<file path="config.mk">
export PLATFORM = sky130hd
export DESIGN_NAME = window_mac
export DESIGN_NICKNAME = d
export VERILOG_FILES = /design/src/rtl/conv_pkg.sv /design/src/rtl/window_mac.sv
export SDC_FILE = /design/constraint.sdc
export NUM_CORES = 1
export LEC_CHECK = 0
export BUFFER_PORTS_ARGS = -buffer_cell sky130_fd_sc_hd__buf_2
export CAP_MARGIN = 20
export CORE_UTILIZATION = 30
export DETAILED_ROUTE_END_ITERATION = 7
export GPL_ROUTABILITY_DRIVEN = 0
export PLACE_DENSITY = 0.52
export REMOVE_ABC_BUFFERS = 1
export SLEW_MARGIN = 20
export SYNTH_ARGS = -nofsm -noshare
export SYNTH_HDL_FRONTEND = slang
export SYNTH_SLANG_ARGS = --single-unit
</file>
<file path="constraint.sdc">
create_clock -name clk -period 9 [get_ports clk]
set_input_delay 0.9 -clock clk [delete_from_list [all_inputs] [get_ports clk]]
set_output_delay 0.9 -clock clk [all_outputs]
set_load 0.005 [all_outputs]
</file>
<file path="src/rtl/conv_pkg.sv">
//////////////////////////////////////////////////////////////////////
// Shared widths and types for the convolution layer
//////////////////////////////////////////////////////////////////////

package conv_pkg;

	// Unsigned input pixel
	localparam int PIX_W = 8;

	// Signed kernel weight
	localparam int WGT_W = 8;

	// Nine products of PIX_W+1 by WGT_W bits need 4 guard bits
	localparam int ACC_W = PIX_W + WGT_W + 4;

	// 3x3 kernel, taps in raster order
	localparam int K_TAPS = 9;

	// Frame buffer states
	typedef enum logic [1:0] {
		ST_FILL = 2'd0,
		ST_PASS = 2'd1,
		ST_GAP  = 2'd2,
		ST_DONE = 2'd3
	} replay_state_t;

endpackage

</file>
<file path="src/rtl/window_mac.sv">
`timescale 1ns/1ps

module window_mac #(
	parameter int IMG_W  = 8,
	parameter int OUT_CH = 4
) (
	input  logic                                 clk,
	input  logic                                 reset,
	input  logic                                 rp_valid,
	input  logic [conv_pkg::PIX_W-1:0]           rp_pxl,
	input  logic                                 rp_first,
	input  logic [$clog2(OUT_CH)-1:0]            rp_channel,
	input  logic signed [conv_pkg::WGT_W-1:0]    kernel [conv_pkg::K_TAPS],
	output logic                                 res_valid,
	output logic signed [conv_pkg::ACC_W-1:0]    res_data,
	output logic [$clog2(OUT_CH)-1:0]            res_channel
);

	import conv_pkg::*;

	localparam int CW = $clog2(IMG_W);

	localparam logic [CW-1:0] COL_LAST = CW'(IMG_W - 1);

	logic [CW-1:0] col_cnt;
	logic [CW-1:0] row_cnt;
	logic [CW-1:0] col_now;
	logic [CW-1:0] row_now;

	// line_buf[0] holds the row above, line_buf[1] the row above that
	logic [PIX_W-1:0] line_buf [2][IMG_W];
	logic [PIX_W-1:0] col_in   [3];
	logic [PIX_W-1:0] win      [K_TAPS];

	logic                    win_valid;
	logic [$clog2(OUT_CH)-1:0] win_channel;
	logic signed [ACC_W-1:0] mac_sum;

	//////////////////////////////////////////////////////////////////////
	// Position of the incoming pixel
	//////////////////////////////////////////////////////////////////////

	assign col_now = rp_first ? '0 : col_cnt;
	assign row_now = rp_first ? '0 : row_cnt;

	always_ff @(posedge clk) begin
		if (reset) begin
			col_cnt <= '0;
			row_cnt <= '0;
		end else if (rp_valid) begin
			if (col_now == COL_LAST) begin
				col_cnt <= '0;
				row_cnt <= row_now + 1'b1;
			end else begin
				col_cnt <= col_now + 1'b1;
				row_cnt <= row_now;
			end
		end
	end

	//////////////////////////////////////////////////////////////////////
	// Line buffers and 3x3 window
	//////////////////////////////////////////////////////////////////////

	// New window column, top to bottom
	assign col_in[0] = line_buf[1][IMG_W-1];
	assign col_in[1] = line_buf[0][IMG_W-1];
	assign col_in[2] = rp_pxl;

	always_ff @(posedge clk) begin
		if (rp_valid) begin
			for (int b = 0; b < 2; b++) begin
				line_buf[b][0] <= (b == 0) ? rp_pxl : line_buf[0][IMG_W-1];
				for (int i = 1; i < IMG_W; i++)
					line_buf[b][i] <= line_buf[b][i-1];
			end
			// Window shifts left, newest column on the right
			for (int r = 0; r < 3; r++) begin
				win[r*3]     <= win[r*3 + 1];
				win[r*3 + 1] <= win[r*3 + 2];
				win[r*3 + 2] <= col_in[r];
			end
		end
	end

	// Window is complete once two rows and two columns precede it
	always_ff @(posedge clk) begin
		if (reset)
			win_valid <= 1'b0;
		else
			win_valid <= rp_valid && (row_now >= CW'(2)) && (col_now >= CW'(2));
		win_channel <= rp_channel;
	end

	//////////////////////////////////////////////////////////////////////
	// Multiply-accumulate
	//////////////////////////////////////////////////////////////////////

	// Pixels are zero-extended so the product stays signed
	always_comb begin
		mac_sum = '0;
		for (int t = 0; t < K_TAPS; t++)
			mac_sum = mac_sum + ACC_W'($signed({1'b0, win[t]}) * kernel[t]);
	end

	always_ff @(posedge clk) begin
		if (reset)
			res_valid <= 1'b0;
		else
			res_valid <= win_valid;
		res_data    <= mac_sum;
		res_channel <= win_channel;
	end

	// Back-to-back results always belong to one channel
	a_channel_gap: assert property (
		@(posedge clk) disable iff (reset)
		(res_valid ##1 res_valid) |-> (res_channel == $past(res_channel))
	);

endmodule

</file>
# After elaboration in Yosys (flattened, before gate mapping)
# Memories as Yosys holds them, arrays and structs flattened.
# Cells that the tools add are included.
# word_totals
ff_bits	32
mem_bits_rw	200
mem_count	2
# classes
addsub	10
n_mul	9
order_cmp	2
n_eq_ne	1
muxes	6
reduce_logical	2
# memory_table
memory	words	word_bits	read_ports	rd_clocked_by_memory_dff	wr	line	source
line_buf	2	64	2	0	2	window_mac.sv:31	logic [PIX_W-1:0] line_buf [2][IMG_W];
win	9	8	9	0	9	window_mac.sv:33	logic [PIX_W-1:0] win [K_TAPS];
# op_table
operator	n
multiplier 9 x 8 -> 17 bit	9
adder 20 x 17 -> 20 bit	5
adder 19 x 17 -> 20 bit	1
adder 18 x 17 -> 19 bit	1
adder 17 x 17 -> 18 bit	1
2-to-1 mux 3 bit	4
adder 3 x 1 -> 3 bit (second input constant)	2
greater-or-equal comparator 3 x 2 -> 1 bit (second input constant)	2
equality test 3 bit (second input constant)	1
logical AND 1 bit	2
2-to-1 mux 1 bit	2

# Longest topological paths before layout
# logic_depth
ltp_word	9
mapped_depth	27
mapped_depth_nobuf	26

# Least setup slack after synthesis
# OpenSTA, ideal clock, no wires.
# synth_path
path_kind	input port to flip-flop
from	input port kernel[64] in the netlist's numbering
to	register res_data[15] in the netlist's numbering
arrival_time_ns	7.667
required_ns	8.938
path_slack_ns	1.271
cell_stages	24
path_buffers	0
path_cell_list	nand2_1 fa_1 inv_1 fa_1 inv_1 fa_1 fa_1 inv_1 fa_1 inv_1 fa_1 fa_1 inv_1 fa_1 fa_1 inv_1 fa_1 inv_1 ha_1 or3_1 a21oi_1 a211oi_1 or4_1 nand3_1
# synth_via
elab_chain_len	9
# synth_rtl
item	line	source
start, declared	window_mac.sv:13	input logic signed [conv_pkg::WGT_W-1:0] kernel [conv_pkg::K_TAPS],
multiplier 9 x 8 -> 17 bit	window_mac.sv:103	mac_sum = mac_sum + ACC_W'($signed({1'b0, win[t]}) * kernel[t]);
adder 17 x 17 -> 18 bit	window_mac.sv:103	
adder 18 x 17 -> 19 bit	window_mac.sv:103	
adder 19 x 17 -> 20 bit	window_mac.sv:103	
adder 20 x 17 -> 20 bit (5 in series)	window_mac.sv:103	
named net mac_sum[15]	window_mac.sv:37	logic signed [ACC_W-1:0] mac_sum;
end signal, assigned	window_mac.sv:111	res_data <= mac_sum;
end, declared	window_mac.sv:15	output logic signed [conv_pkg::ACC_W-1:0] res_data,
# The timed path passes the listed nets, and every way through them passes these cells.
# A chain may end at the register's enable or synchronous reset.

==> run metrics <==
status=completed; largest net degree at the start of global routing=127; Iteration-0 DRC Markers=816; RSZ-0062 raised after global routing=no; DRC Markers=0; CP max stage delay=0.65 ns; reg2reg start=line_buf[0][54]; input/output buffers=108; Nets=3592; ranking of synthesized cells by area=fa_1, edfxtp_1, ha_1; Worst-path clk slew=~0.080 ns; Reg2Reg Capture Point=res_data[13]; dpl hpwl=62200 um; Synth Register Bits=184; Adder-Cell Fraction of Synth Area=55.7%; FF+latch area=5200 um2; most frequent cell after synthesis=inv_1; max-cap violations=0; number of H-tree levels=4; Stages on worst setup path=21; TritonCTS clock tree=built; Initial Utilization=between 30% and 40%; vias in the first global route=18100; Setup crit end kind=register; Routed wire per std cell=18.9 um; Overall Global Routing Usage=16.8%; ANT nets after route=0; Compound-Gate Fraction of Synth Area=1.27%; CTS Buf Count=17; Synth warnings=0; Die Area=91600 um2; global-route wire length before repair=between 100000 and 150000 um; Post-Synthesis Cells=2505; Yosys cell types=49; combinational family with the most area after synthesis=adder cells; Synth area leader=fa_1; GRT overflow=0; Post-synth EDFFs=152; Root Driver=clkbuf_16; r2r worst-path depth=21; CP startpoint kind=register; final setup vio count=0; critical path class=register to register; most used cell, CP=fa_1; period utilisation layout=90.0%; Chip Width=around 300 um; mux share of post-synthesis cell area=less than 1%; Post-Syn Area per Cell=10.8 um2; io pins=roughly 110; Syn Std Cell Area=around 27000 um2; Max Slew Vio Count=0; Final Hold Fails=0; Worst EP arrival=8.47 ns; Simple-Gate Fraction of Synth Area=12.6%; hold_buf cts=0; min Tclk post-route=~8.1 ns; Required @ worst endpoint=around 9.4 ns; drt first pass iters=5; post-synthesis xor/xnor area fraction=0.775%; ys async rst share=0%; Synth-to-Final Area Change=10.1%; Core ar.=88900 um2; CP max stage cell=edfxtp_1; initial antenna violation count=8; clock sink count=184; # rows=around 110; Crit Path Max Fanout=9; Worst Max-Slew Pin Slew=0.813 ns; Fmax achieved=approximately 120 MHz; multi-input logic area=19100 um2; sequential element share of the synthesized area=between 10% and 20%; setup ws final=0.896 ns; Resize count post-CTS=0; crit path launch=line_buf[0][54]; TNS Setup=0 ns; Total Wirelength=72300 um; share of the synthesized area in the top cell type=41.9%; layout cells sized above 1=6.07%; Fin Clk Skew=roughly 0.032 ns; Hold Crit Class=register to register; Synth top cells by count=inv_1, fa_1, and2_1, ha_1, nand2_1; Post-CTS Setup Bufs=0; vias post-DR=16500; CP Cell Sequence=nand2_1 > fa_1 > inv_1 > fa_1 > inv_1 > fa_1 > fa_1 > fa_1 > inv_1 > fa_1 > fa_1 > fa_1 > fa_1 > inv_1 > fa_1 > inv_1 > ha_1 > or3_1 > a21oi_1 > a211oi_1 > o311ai_1; Max Root-Sink Buffers=2; cell family with most CP delay=adder cells; Layout Utilization=between 30 and 40%; Crit path buffers/inverters=5; vias per inst=around 4.3; Clk Latency, worst-skew pair=0.53 ns; flop2flop setup slack=0.90 ns; Die Y=303 um; CP Capture Point=res_data[13]; dominant synthesized flop cell=edfxtp_1; Rel. slew slack=45.8%; Filler Cells Inserted=9151; Place WS=0.530 ns
worst min path at each step:
stage                   start        endpoint  cells after the start
2_1_floorplan  win_channel[0]  res_channel[0]                      0
3_3_place_gp   win_channel[0]  res_channel[0]                      0
3_5_place_dp   win_channel[1]  res_channel[1]                      0
4_1_cts        win_channel[1]  res_channel[1]                      0
5_1_grt        win_channel[0]  res_channel[0]                      0
6_report       win_channel[1]  res_channel[1]                      0
cell type report:
class	instances	share of cell area, %
repair buffers	121	2.20
inverters	741	9.32
well taps	1165	4.88
clock inverters	14	0.692
multi-input cells	1575	64.0
flip-flops and latches	184	17.4
clock buffers	18	1.44
diodes	1	0.00838
layout by cell type, fill, tap and decap left out, drive strengths merged, types with 2 or more instances in the layout:
master  netlist  final
a211oi        6      6
a21o          4      4
a21oi         9      9
and2        337    337
and3          2      2
buf           1    121
bufinv        0      2
clkbuf        4     18
clkinv        0      6
dfxtp        32     32
edfxtp      152    152
fa          568    568
ha          298    298
inv         741    747
mux2i         3      3
nand2       177    177
nand2b       23     23
nand3         2      2
nor2         46     46
nor2b        34     34
nor3          2      2
nor4          2      2
o211ai        4      4
o21a          3      3
o21ai         8      8
o31ai         3      3
or2           2      2
or4           2      2
xnor2        22     22
xor2          2      2
worst reg2reg max path, cell delays in order (launching register included):
cell	delay [ns]
edfxtp_1	0.65
nand2_1	0.16
fa_1	0.56
inv_1	0.05
fa_1	0.49
inv_1	0.05
fa_1	0.50
fa_1	0.58
fa_1	0.56
inv_1	0.05
fa_1	0.48
fa_1	0.62
fa_1	0.45
fa_1	0.49
inv_1	0.05
fa_1	0.47
inv_1	0.04
ha_1	0.33
or3_1	0.39
a21oi_1	0.32
a211oi_1	0.16
o311ai_1	0.50
cells by family (layout without fill, tap and decap cells):
kind of cell,after synthesis,after routing
AOI/OAI and AO/OA,48,48
xor gates and xnor gates,24,24
adders and majority gates,866,866
buffers and inverters,746,894
DFF,184,184
muxes,4,4
other,0,1
and+or+nand+nor,633,633
sequential cells by signal, indices dropped and copies added (netlist names):
register and flops:
line_buf 127, win 25, res_data 20, col_cnt 3, row_cnt 3, res_channel 2
win_channel 2, res_valid 1, win_valid 1
through the flow:
step	instances	cell area, um2	hold slack [ns]
after floorplan	2500	27100	0.310
after global placement	3786	29200	0.310
after detailed placement	3786	29200	0.314
after CTS	3818	29800	0.334
after global routing	3818	29800	0.340
final	3819	29800	0.331
per-layer routing:
| metal | track usage [%] | part of all wire, % | up-vias |
|---|---|---|---|
| li1 | - | - | 7622 |
| met1 | 23.2 | 46 | 8518 |
| met2 | 27.5 | 48 | 278 |
| met3 | 3.20 | 4.3 | 56 |
| met4 | 3.52 | 1.5 | 10 |
| met5 | 0 | 0.094 | - |
Power is left out: the tool's default activity adds up to more than one toggle a clock period on the data nets, which glitch-free logic cannot reach.
