`src/rtl/conv_pkg.sv`:
```
//////////////////////////////////////////////////////////////////////
// Shared widths and types for the convolution layer
//////////////////////////////////////////////////////////////////////

package conv_pkg;

	// Unsigned input pixel
	localparam int PIX_W = 8;

	// Signed kernel weight
	localparam int WGT_W = 8;

	// Nine products of PIX_W+1 by WGT_W bits need 4 guard bits
	localparam int ACC_W = PIX_W + WGT_W + 4;

	// 3x3 kernel, taps in raster order
	localparam int K_TAPS = 9;

	// Frame buffer states
	typedef enum logic [1:0] {
		ST_FILL = 2'd0,
		ST_PASS = 2'd1,
		ST_GAP  = 2'd2,
		ST_DONE = 2'd3
	} replay_state_t;

endpackage

```
`src/rtl/frame_replay_buffer.sv`:
```
`timescale 1ns/1ps

module frame_replay_buffer #(
	parameter int IMG_W  = 8,
	parameter int OUT_CH = 4,
	parameter int GAP    = 4
) (
	input  logic                         clk,
	input  logic                         reset,
	input  logic                         pxl_valid,
	input  logic [conv_pkg::PIX_W-1:0]   pxl_in,
	output logic                         in_ready,
	output logic                         rp_valid,
	output logic [conv_pkg::PIX_W-1:0]   rp_pxl,
	output logic                         rp_first,
	output logic [$clog2(OUT_CH)-1:0]    rp_channel,
	output logic                         layer_done
);

	import conv_pkg::*;

	localparam int NPIX = IMG_W * IMG_W;
	localparam int AW   = $clog2(NPIX);
	localparam int GW   = $clog2(GAP);
	localparam int CH_W = $clog2(OUT_CH);

	localparam logic [AW-1:0]   LAST_ADDR = AW'(NPIX - 1);
	localparam logic [GW-1:0]   GAP_LAST  = GW'(GAP - 1);
	localparam logic [CH_W-1:0] CH_LAST   = CH_W'(OUT_CH - 1);

	replay_state_t state;

	logic [AW-1:0]    addr;
	logic [GW-1:0]    gap_cnt;
	logic             addr_end;
	logic [PIX_W-1:0] mem [NPIX];

	assign in_ready   = (state == ST_FILL);
	assign layer_done = (state == ST_DONE);
	assign addr_end   = (addr == LAST_ADDR);

	//////////////////////////////////////////////////////////////////////
	// Control FSM
	//////////////////////////////////////////////////////////////////////

	always_ff @(posedge clk) begin
		if (reset) begin
			state      <= ST_FILL;
			addr       <= '0;
			gap_cnt    <= '0;
			rp_channel <= '0;
		end else begin
			case (state)
				ST_FILL: begin
					// Only the pixel count ends the fill
					if (pxl_valid) begin
						addr <= addr_end ? '0 : addr + 1'b1;
						if (addr_end)
							state <= ST_PASS;
					end
				end
				ST_PASS: begin
					addr <= addr_end ? '0 : addr + 1'b1;
					if (addr_end) begin
						gap_cnt <= '0;
						state   <= ST_GAP;
					end
				end
				ST_GAP: begin
					if (gap_cnt == GAP_LAST) begin
						gap_cnt <= '0;
						if (rp_channel == CH_LAST) begin
							state <= ST_DONE;
						end else begin
							// Next channel starts only after the gap
							rp_channel <= rp_channel + 1'b1;
							state      <= ST_PASS;
						end
					end else begin
						gap_cnt <= gap_cnt + 1'b1;
					end
				end
				ST_DONE: begin
					rp_channel <= '0;
					state      <= ST_FILL;
				end
				default: state <= ST_FILL;
			endcase
		end
	end

	//////////////////////////////////////////////////////////////////////
	// Frame memory with one cycle read latency
	//////////////////////////////////////////////////////////////////////

	always_ff @(posedge clk) begin
		if (in_ready && pxl_valid)
			mem[addr] <= pxl_in;
		rp_pxl <= mem[addr];
	end

	// Valid and first flag line up with the registered read data
	always_ff @(posedge clk) begin
		if (reset) begin
			rp_valid <= 1'b0;
			rp_first <= 1'b0;
		end else begin
			rp_valid <= (state == ST_PASS);
			rp_first <= (state == ST_PASS) && (addr == '0);
		end
	end

	// Source honours in_ready
	a_no_beat_when_busy: assert property (
		@(posedge clk) disable iff (reset) pxl_valid |-> in_ready
	);

	// Channel counter never steps past the last channel
	a_channel_range: assert property (
		@(posedge clk) disable iff (reset)
		(!$past(reset) && ($past(rp_channel) == CH_LAST) && (rp_channel != CH_LAST))
			|-> ($past(state) == ST_DONE)
	);

endmodule

```
`config.mk`:
```
export PLATFORM = sky130hd
export DESIGN_NAME = frame_replay_buffer
export DESIGN_NICKNAME = d
export VERILOG_FILES = /design/src/rtl/conv_pkg.sv /design/src/rtl/frame_replay_buffer.sv
export SDC_FILE = /design/constraint.sdc
export NUM_CORES = 1
export LEC_CHECK = 0
export BUFFER_PORTS_ARGS = -buffer_cell sky130_fd_sc_hd__buf_4
export CORE_MARGIN = 10
export CORE_UTILIZATION = 50
export CTS_CLUSTER_DIAMETER = 40
export CTS_CLUSTER_SIZE = 30
export DETAILED_ROUTE_END_ITERATION = 8
export PLACE_DENSITY = 0.68
export SETUP_SLACK_MARGIN = 0.2
export SLEW_MARGIN = 30
export SYNTH_ARGS = -nofsm -noshare
export SYNTH_HDL_FRONTEND = slang
export SYNTH_SLANG_ARGS = --single-unit
```
`constraint.sdc`:
```
create_clock -name clk -period 2.6 [get_ports clk]
set_clock_uncertainty 0.2 [all_clocks]
set_input_delay 0.26 -clock clk [delete_from_list [all_inputs] [get_ports clk]]
set_output_delay 0.26 -clock clk [all_outputs]
set_load 0.02 [all_outputs]
```
# Word-level counts from Yosys, hierarchy flattened
# Memory sizes are Yosys's and may differ from the RTL's. A register that Yosys moved wholly into a read port is not among the register bits.
# Cells that the tools add are included.
# totals
input_bits,11
elab_cells,49
out_inout_bits,14
ff_bits,14
mem_count,1
ram_bits,512
# classes
n_eq_ne,11
reduce_logical,11
mux,17
n_addsub,3
# memory_table
name,words,word_bits,read_ports,rd_ports_with_merged_regs,wr,line,text
mem,64,8,1,1,1,frame_replay_buffer.sv:36,logic [PIX_W-1:0] mem [NPIX];
# op_table
op,count
$mux W2,9
$mux W6,2
$pmux W6 S2,1
$eq A2 B2 Y1 const B,4
$ne A2 B2 Y1 const B,4
$pmux W2 S2,2
$pmux W2 S4,1
$add A6 B1 Y6 const B,1
$eq A6 B6 Y1 const B,1
$logic_not A6 Y1,1
$reduce_bool A2 Y1,3
$add A2 B1 Y2 const B,2
$reduce_and A2 Y1,2
$reduce_and A4 Y1,1
$reduce_and A3 Y1,1
$eq A2 B1 Y1 const B,1
$logic_and A1 B1 Y1,2
$logic_not A2 Y1,1
$mux W1,2
$ne A2 B1 Y1 const B,1

# Logic depth before layout (Yosys ltp)
# Gate-level depths: netlist of the first run.
# logic_depth
depth_word,4
depth_mapped,10

# Worst setup path after synthesis of the first run
# No wires, ideal clock.
# synth_path
path_kind,flip-flop to flip-flop
startpoint,register addr[2]
endpoint,memory mem[0][0] (enable)
t_required_ns,2.030
slack_ns,0.113
synth_period_minus_slack_ns,2.487
path_stages_with_launch,9
arrival_time_ns,1.917
setup_time_ns,0.370
cell_sequence,dfxtp_1 -> buf_6 -> buf_2 -> buf_2 -> buf_2 -> buf_1 -> nor2_1 -> nand2_1 -> nor2_1
# synth_rtl
item,line,text
start: declaration,frame_replay_buffer.sv:33,logic [AW-1:0] addr;
start signal: assignment,frame_replay_buffer.sv:57,addr <= addr_end ? '0 : addr + 1'b1;
start signal: assignment,frame_replay_buffer.sv:63,addr <= addr_end ? '0 : addr + 1'b1;
end: declaration,frame_replay_buffer.sv:36,
# No word-level cell before the write port.

==> results of run 1 <==
[flip-flops by register name, indices dropped and copies added, names as in the netlist]
signal      cells
addr            6
rp_first        1
rp_valid        1
rp_channel      2
rp_pxl          8
mem           512
gap_cnt         2
state           2
[cells in the final DEF (no fill, tap or decap), types with 6 or more instances in the layout]
master	netlist	layout
a221oi_1	76	51
mux4_2	20	20
o21ai_0	32	26
nand3_1	7	7
inv_6	0	18
o22a_1	10	9
clkinv_2	0	10
mux2_2	32	27
clkinvlp_4	0	6
o221ai_1	10	10
buf_12	0	22
o22ai_1	14	11
a221oi_2	2	23
buf_6	9	19
nor2_2	1	16
a22oi_1	67	62
a221o_1	7	7
dfxtp_1	22	16
a21oi_1	35	33
edfxtp_1	512	512
nor3_1	22	18
nand2_1	35	30
buf_4	7	221
mux2i_1	32	31
nand2_2	1	6
clkbuf_16	0	66
nor2_1	117	99
a22oi_2	1	6
a22o_1	15	15
[kinds of logic (layout without fill, tap and decap cells)]
kind of cell             Yosys count  in the layout  share of synthesized area (%)
buffers and inverters             98            393                           2.44
AND/OR/NAND/NOR                  223            223                           4.83
other                              0              3                              0
multiplexers                      84             84                           5.43
AO/OA/AOI/OAI                    302            302                           11.0
flip-flops                       534            534                           75.9
XOR/XNOR                           4              4                          0.168
adder cells (fa/ha/maj)            4              4                          0.240
[report_power, final]
group / switching [mW] / internal [mW] / leakage, nW
Clock: 3.68 / 4.90 / 1.01
Combinational: 0.768 / 0.501 / 2.93
Sequential: 0.0363 / 9.46 / 4.79
Total: 4.48 / 14.9 / 8.73
[timing repair]
item / in CTS / in global routing
endpoints found under the setup margin: 101 / 94
resized for setup: 73 / 50
hold buffers: 2 / 0
setup buffers: 32 / 14
pin swaps: 26 / 25
endpoints found under the hold margin: 14 / 0
gates cloned: 1 / 2
[cell type report]
class | count | share of cell area (%)
Multi-Input combinational cell | 617 | 19.2
Antenna cell | 3 | 0.0288
Inverter | 5 | 0.0958
Clock buffer | 72 | 6.36
Sequential cell | 534 | 60.6
Timing Repair Buffer | 272 | 9.59
Tap cell | 532 | 2.55
Clock inverter | 44 | 1.56
[per-stage QoR]
| step | area [um2] | cells | total power [mW] | util, % |
|---|---|---|---|---|
| floorplan | 20900 | 1249 | 10.2 | - |
| global placement | 23000 | 1909 | 10.7 | 56.0 |
| detailed placement | 23000 | 1909 | 10.8 | 56.0 |
| CTS | 25700 | 2060 | 19.3 | 62.6 |
| global route | 26100 | 2076 | 19.9 | 63.6 |
| finish | 26100 | 2079 | 19.4 | 63.7 |
[critical path: cells and delay by family, from the launching register on]
| family | cells | cell delay (ps) |
|---|---|---|
| flops | 1 | 390 |
| simple gates | 4 | 1030 |
| buf+inv | 1 | 220 |
| compound gates | 2 | 750 |
[final timing paths]
path,cells past startpoint,endpoint,start,slack [ps]
setup / recovery,7,rp_pxl[4]$_DFF_P_,addr[0]$_SDFFE_PP0P_,-180
hold / removal,1,mem[50][4]$_DFFE_PP_,pxl_in[4],20
setup reg to reg,7,rp_pxl[4]$_DFF_P_,addr[0]$_SDFFE_PP0P_,-180
hold reg to reg,1,gap_cnt[1]$_SDFFE_PP0P_,gap_cnt[1]$_SDFFE_PP0P_,310
[metal layers]
metal / share of wire [%] / track usage, % / up-vias
met5: 0 / 0 / -
met3: 12 / 7.92 / 128
met2: 46 / 36.8 / 828
li1: - / - / 5601
met4: 3.3 / 8.42 / 0
met1: 38 / 31.4 / 6732
==> results.sh, run 1 <==
export IMPL_fin_hold_ws_ps=19.0
export IMPL_antenna_left=0
export IMPL_die_area_um2=50200
export IMPL_area_growth_pct=25.3
export IMPL_nFillCells=2869
export IMPL_cts_buffer_depth=3
export IMPL_num_vias=13289
export IMPL_synth_commonest_cells="edfxtp_1 (512), nor2_1 (117), a221oi_1 (76), a22oi_1 (67), buf_2 (37)"
export IMPL_violations="negative setup slack"
export IMPL_finalSetupViolations=6
export IMPL_max_stage_delay_ps=520
export IMPL_worstPathRequired_ps=2850
export IMPL_critical_path_class="flip-flop to flip-flop"
export IMPL_finalCriticalPeriod_ps=2780
export IMPL_yosysMostFrequentCell="edfxtp_1"
export IMPL_hold_viol=0
export IMPL_cts_made_buffers=61
export IMPL_synth_nets=1264
export IMPL_io_buffers=24
export IMPL_fp_row_count=74
export IMPL_synthDistinctLibCells=68
export IMPL_cts_root_buf="clkbuf_16"
export IMPL_grt_use_total_pct=23.9
export IMPL_clkTransAtPathRegs_ps=70
export IMPL_finalSetupTns_ps=-321
export IMPL_yosysTopAreaCell="edfxtp_1"
export IMPL_p_leak_nw=8.73
export IMPL_setup_ws_ps=-179
export IMPL_synth_top_area_share_pct=73.8
export IMPL_die_h_um=224
export IMPL_fin_nets=1506
export IMPL_cp_start_kind="flip-flop"
export IMPL_tightest_slew_ps=809
export IMPL_rsz0062_at_grt="true"
export IMPL_die_x_um=224
export IMPL_seq_area_um2=15800
export IMPL_ir_worst_vdd_v=0.000530
export IMPL_netlist_top_cells_area="edfxtp_1 (74%), a221oi_1 (3.2%), a22oi_1 (2.4%)"
export IMPL_cp_slowest_cell="a2111oi_4"
export IMPL_timing_final_crit_share_pct=107
export IMPL_end_kind="flip-flop"
export IMPL_worstHoldPathType="primary input to flip-flop"
export IMPL_ys_ff_latch=534
export IMPL_drt_vias_per_instance=6.39
export IMPL_grt_overflow=0
export IMPL_multiInputGateArea_um2=5010
export IMPL_synth_edf_count=512
export IMPL_initial_core_util_pct=50.8
export IMPL_drv_cap=0
export IMPL_ioPinCount=25
export IMPL_place_congestion=0.957
export IMPL_grt_max_degree=65
export IMPL_timing_fmax_mhz=360
export IMPL_drc_errors=0
export IMPL_critical_path_cell_chain="nor2b_4 -> buf_4 -> a221oi_4 -> nor3_2 -> or4_4 -> a2111oi_4 -> nand4b_1"
export IMPL_cts_num_sinks=534
export IMPL_cts_tree="done"
export IMPL_coreArea_um2=41000
export IMPL_hpwl_mm=37.8
export IMPL_syn_area_um2=20800
export IMPL_powerDensity_nw_per_um2=741
export IMPL_dpl_worst_slack_ps=-468
export IMPL_crit_fanout=11
export IMPL_wl_per_cell_um=29.3
export IMPL_clk_latency_ps=620
export IMPL_yosysWarningCount=0
export IMPL_drive_gt1_share_pct=34.1
export IMPL_grt_pass1_wl_mm=88.7
export IMPL_grt_pass1_vias=13167
export IMPL_syn_inst=1249
export IMPL_first_pass_iters=6
export IMPL_synth_yosys_seq_area_share_pct=75.9
export IMPL_antenna_found_initial=2
export IMPL_synthFlopType="edfxtp_1"
export IMPL_avgSynthCellArea_um2=16.7
export IMPL_worstPathArrival_ps=3030
export IMPL_status="finished, violations left"
export IMPL_htreeDepth=2
export IMPL_max_slew_margin_pct=46.0
export IMPL_synthArstFlopShare_pct=0
export IMPL_drt_initial_drc_count=1843
export IMPL_slew_viol_final=0
export IMPL_routed_wl_mm=61.0
(Power assumes the default switching activity.)
==> inputs of run 2 (changes only) <==
--- a/config.mk
+++ b/config.mk
@@ -12,5 +12,5 @@
 export CTS_CLUSTER_SIZE = 30
 export DETAILED_ROUTE_END_ITERATION = 8
-export PLACE_DENSITY = 0.68
+export PLACE_DENSITY = 0.77
 export SETUP_SLACK_MARGIN = 0.2
 export SLEW_MARGIN = 30
==> constraint.sdc (replaced) <==
create_clock -name clk -period 2.6 [get_ports clk]
set_clock_uncertainty 0.2 [all_clocks]
set_input_delay 0.26 -clock clk [delete_from_list [all_inputs] [get_ports clk]]
set_output_delay 0.26 -clock clk [all_outputs]
set_load 0.005 [all_outputs]
==> run 2 against run 1 <==
Effect of this change: the flow still finishes with violations (negative setup slack); die area did not move; sequential power barely moved; global-route usage rose by 0.49 points; sequential cell count did not move; routed wire length rose by 3.0%; critical path depth rose by 1; register-to-register slack barely moved; worst setup slack got worse by 13 ps; first-iteration DRC count rose by 20%; core utilization rose by 0.32 points; cell count rose by 0.43%; worst hold slack improved by 18 ps; critical endpoint unchanged; largest cell class unchanged.
==> results.sh, run 2 (same netlist as run 1, synthesis figures left out) <==
export IMPL_status="finished, violations left"
export IMPL_violations="negative setup slack"
export IMPL_worstHoldPathType="primary input to flip-flop"
export IMPL_grt_overflow=0
export IMPL_hold_viol=0
export IMPL_die_x_um=224
export IMPL_p_comb_share_pct=6.9
export IMPL_die_h_um=224
export IMPL_place_inst=1935
export IMPL_initial_core_util_pct=50.8
export IMPL_coreArea_um2=41000
export IMPL_nFillCells=2664
export IMPL_largestRegisters="mem x512, rp_pxl x8, addr x6"
export IMPL_grt_pass1_vias=13686
export IMPL_switchingPower_mw=4.34
export IMPL_drt_initial_drc_count=2219
export IMPL_clockPowerShare_pct=42.7
export IMPL_power_total_mw=18.9
export IMPL_final_util_pct=64.0
export IMPL_grt_use_total_pct=24.4
export IMPL_cts_tree="done"
export IMPL_tightest_slew_ps=807
export IMPL_finalSetupViolations=5
export IMPL_drc_errors=0
export IMPL_wl_per_cell_um=30.1
export IMPL_routed_wl_mm=62.8
export IMPL_ioPinCount=25
export IMPL_timing_final_crit_share_pct=107
export IMPL_power_switching_share_pct=23.0
export IMPL_hpwl_mm=37.9
export IMPL_drt_vias_per_instance=6.69
export IMPL_drive_gt1_share_pct=35.3
export IMPL_final_cell_mix="edfxtp_1 (512), buf_4 (243), nor2_1 (103), clkbuf_16 (57), a22oi_1 (54)"
export IMPL_grt_pass1_wl_mm=91.0
export IMPL_io_buffers=24
export IMPL_die_area_um2=50200
export IMPL_fp_row_count=74
export IMPL_clkTransAtPathRegs_ps=60
export IMPL_antenna_left=0
export IMPL_grt_max_degree=65
export IMPL_antenna_found_initial=1
export IMPL_worstPathArrival_ps=3020
export IMPL_final_common_cell="edfxtp_1"
export IMPL_worstPathRequired_ps=2830
export IMPL_rsz0062_at_grt="true"
export IMPL_setup_ws_ps=-192
export IMPL_max_slew_margin_pct=46.2
export IMPL_htreeDepth=2
export IMPL_fin_cells=2088
export IMPL_area_growth_pct=25.9
export IMPL_finalCriticalPeriod_ps=2790
export IMPL_slew_viol_final=0
export IMPL_cp_start_kind="flip-flop"
export IMPL_largest_reg_flops=512
export IMPL_top_register="mem"
export IMPL_cts_buffer_depth=3
export IMPL_ff2ff_path_depth=8
export IMPL_cts_root_buf="clkbuf_16"
export IMPL_power_internal_mw=14.5
export IMPL_p_leak_nw=8.75
export IMPL_fin_nets=1524
export IMPL_timing_fmax_mhz=358
export IMPL_ff2ff_setup_slack_ps=-190
export IMPL_crit_fanout=19
export IMPL_cts_made_buffers=56
export IMPL_drv_cap=0
export IMPL_cts_num_sinks=534
export IMPL_end_kind="flip-flop"
export IMPL_dpl_worst_slack_ps=-315
export IMPL_pwr_share_seq_pct=50.4
export IMPL_first_pass_iters=6
export IMPL_ir_worst_vdd_v=0.000527
export IMPL_clk_latency_ps=620
export IMPL_antenna_cells=0
export IMPL_critical_path_class="flip-flop to flip-flop"
export IMPL_num_vias=13962
export IMPL_place_congestion=0.970
export IMPL_powerDensity_nw_per_um2=719
export IMPL_hold_depth=1
## run 2: cell types whose count changed in the layout (fill, tap and decap cells not counted), sizes merged
cell / delta
bufinv: +2
buf: +24
inv: -4
clkinv: +2
clkbuf: -13
diode: -3
and2: +1
## run 2: final timing paths
check | start | to
min reg2reg | state[1]$_SDFFE_PP0P_ | rp_valid$_SDFF_PP0_
max | addr[1]$_SDFFE_PP0P_ | rp_pxl[4]$_DFF_P_
max reg2reg | addr[1]$_SDFFE_PP0P_ | rp_pxl[4]$_DFF_P_
min | pxl_in[5] | mem[57][5]$_DFFE_PP_
## run 2: routing by layer
metal  global-route usage (%)  routed length [um]  vias up
met1                     32.0               22200     6957
met5                        0                  13        -
met4                     11.1                3000        2
met2                     38.5               29300     1153
li1                         -                   -     5622
met3                     5.40                8240      228
## run 2: what timing repair did
item                                    CTS  global route
gates cloned                              2             0
endpoints found under the hold margin    14             0
hold buffers                              2             0
endpoints found under the setup margin   75           128
gates resized for setup                  85            70
pin swaps                                15            20
setup buffers                            32            12
## run 2: stage by stage
step / hold slack, ps / setup TNS, ps / cell area, um2
2_1_floorplan: 144 / 0 / 20900
3_3_place_gp: 286 / -2700 / 23200
3_5_place_dp: 328 / -3730 / 23200
4_1_cts: 37.7 / -56.8 / 25800
5_1_grt: 50.7 / -405 / 26200
6_report: 37.0 / -331 / 26200
## run 2: cell type report
class / instances / area, um2 / share of cell area [%]
inverter: 5 / 26.3 / 0.100
clock buffer: 61 / 1440 / 5.49
sequential: 534 / 15800 / 60.3
tap: 532 / 666 / 2.54
timing repair buffer: 294 / 2700 / 10.3
multi-input combinational: 618 / 5140 / 19.6
clock inverter: 44 / 440 / 1.68
## run 2: critical path: stages (launching register included)
cell	delay, ps
dfxtp_4	440
buf_12	170
nor2_4	60
buf_6	200
buf_4	180
a22oi_1	420
o221ai_1	310
a21oi_2	380
nand4b_1	240
## run 2: power groups by stage
stage / Clock [mW] / Sequential (mW) / Combinational [mW]
floorplan: 0 / 9.66 / 0.472
global placement: 0 / 9.69 / 1.05
detailed placement: 0 / 9.69 / 1.07
CTS: 8.09 / 9.50 / 1.19
global route: 8.45 / 9.50 / 1.34
finish: 8.05 / 9.50 / 1.30
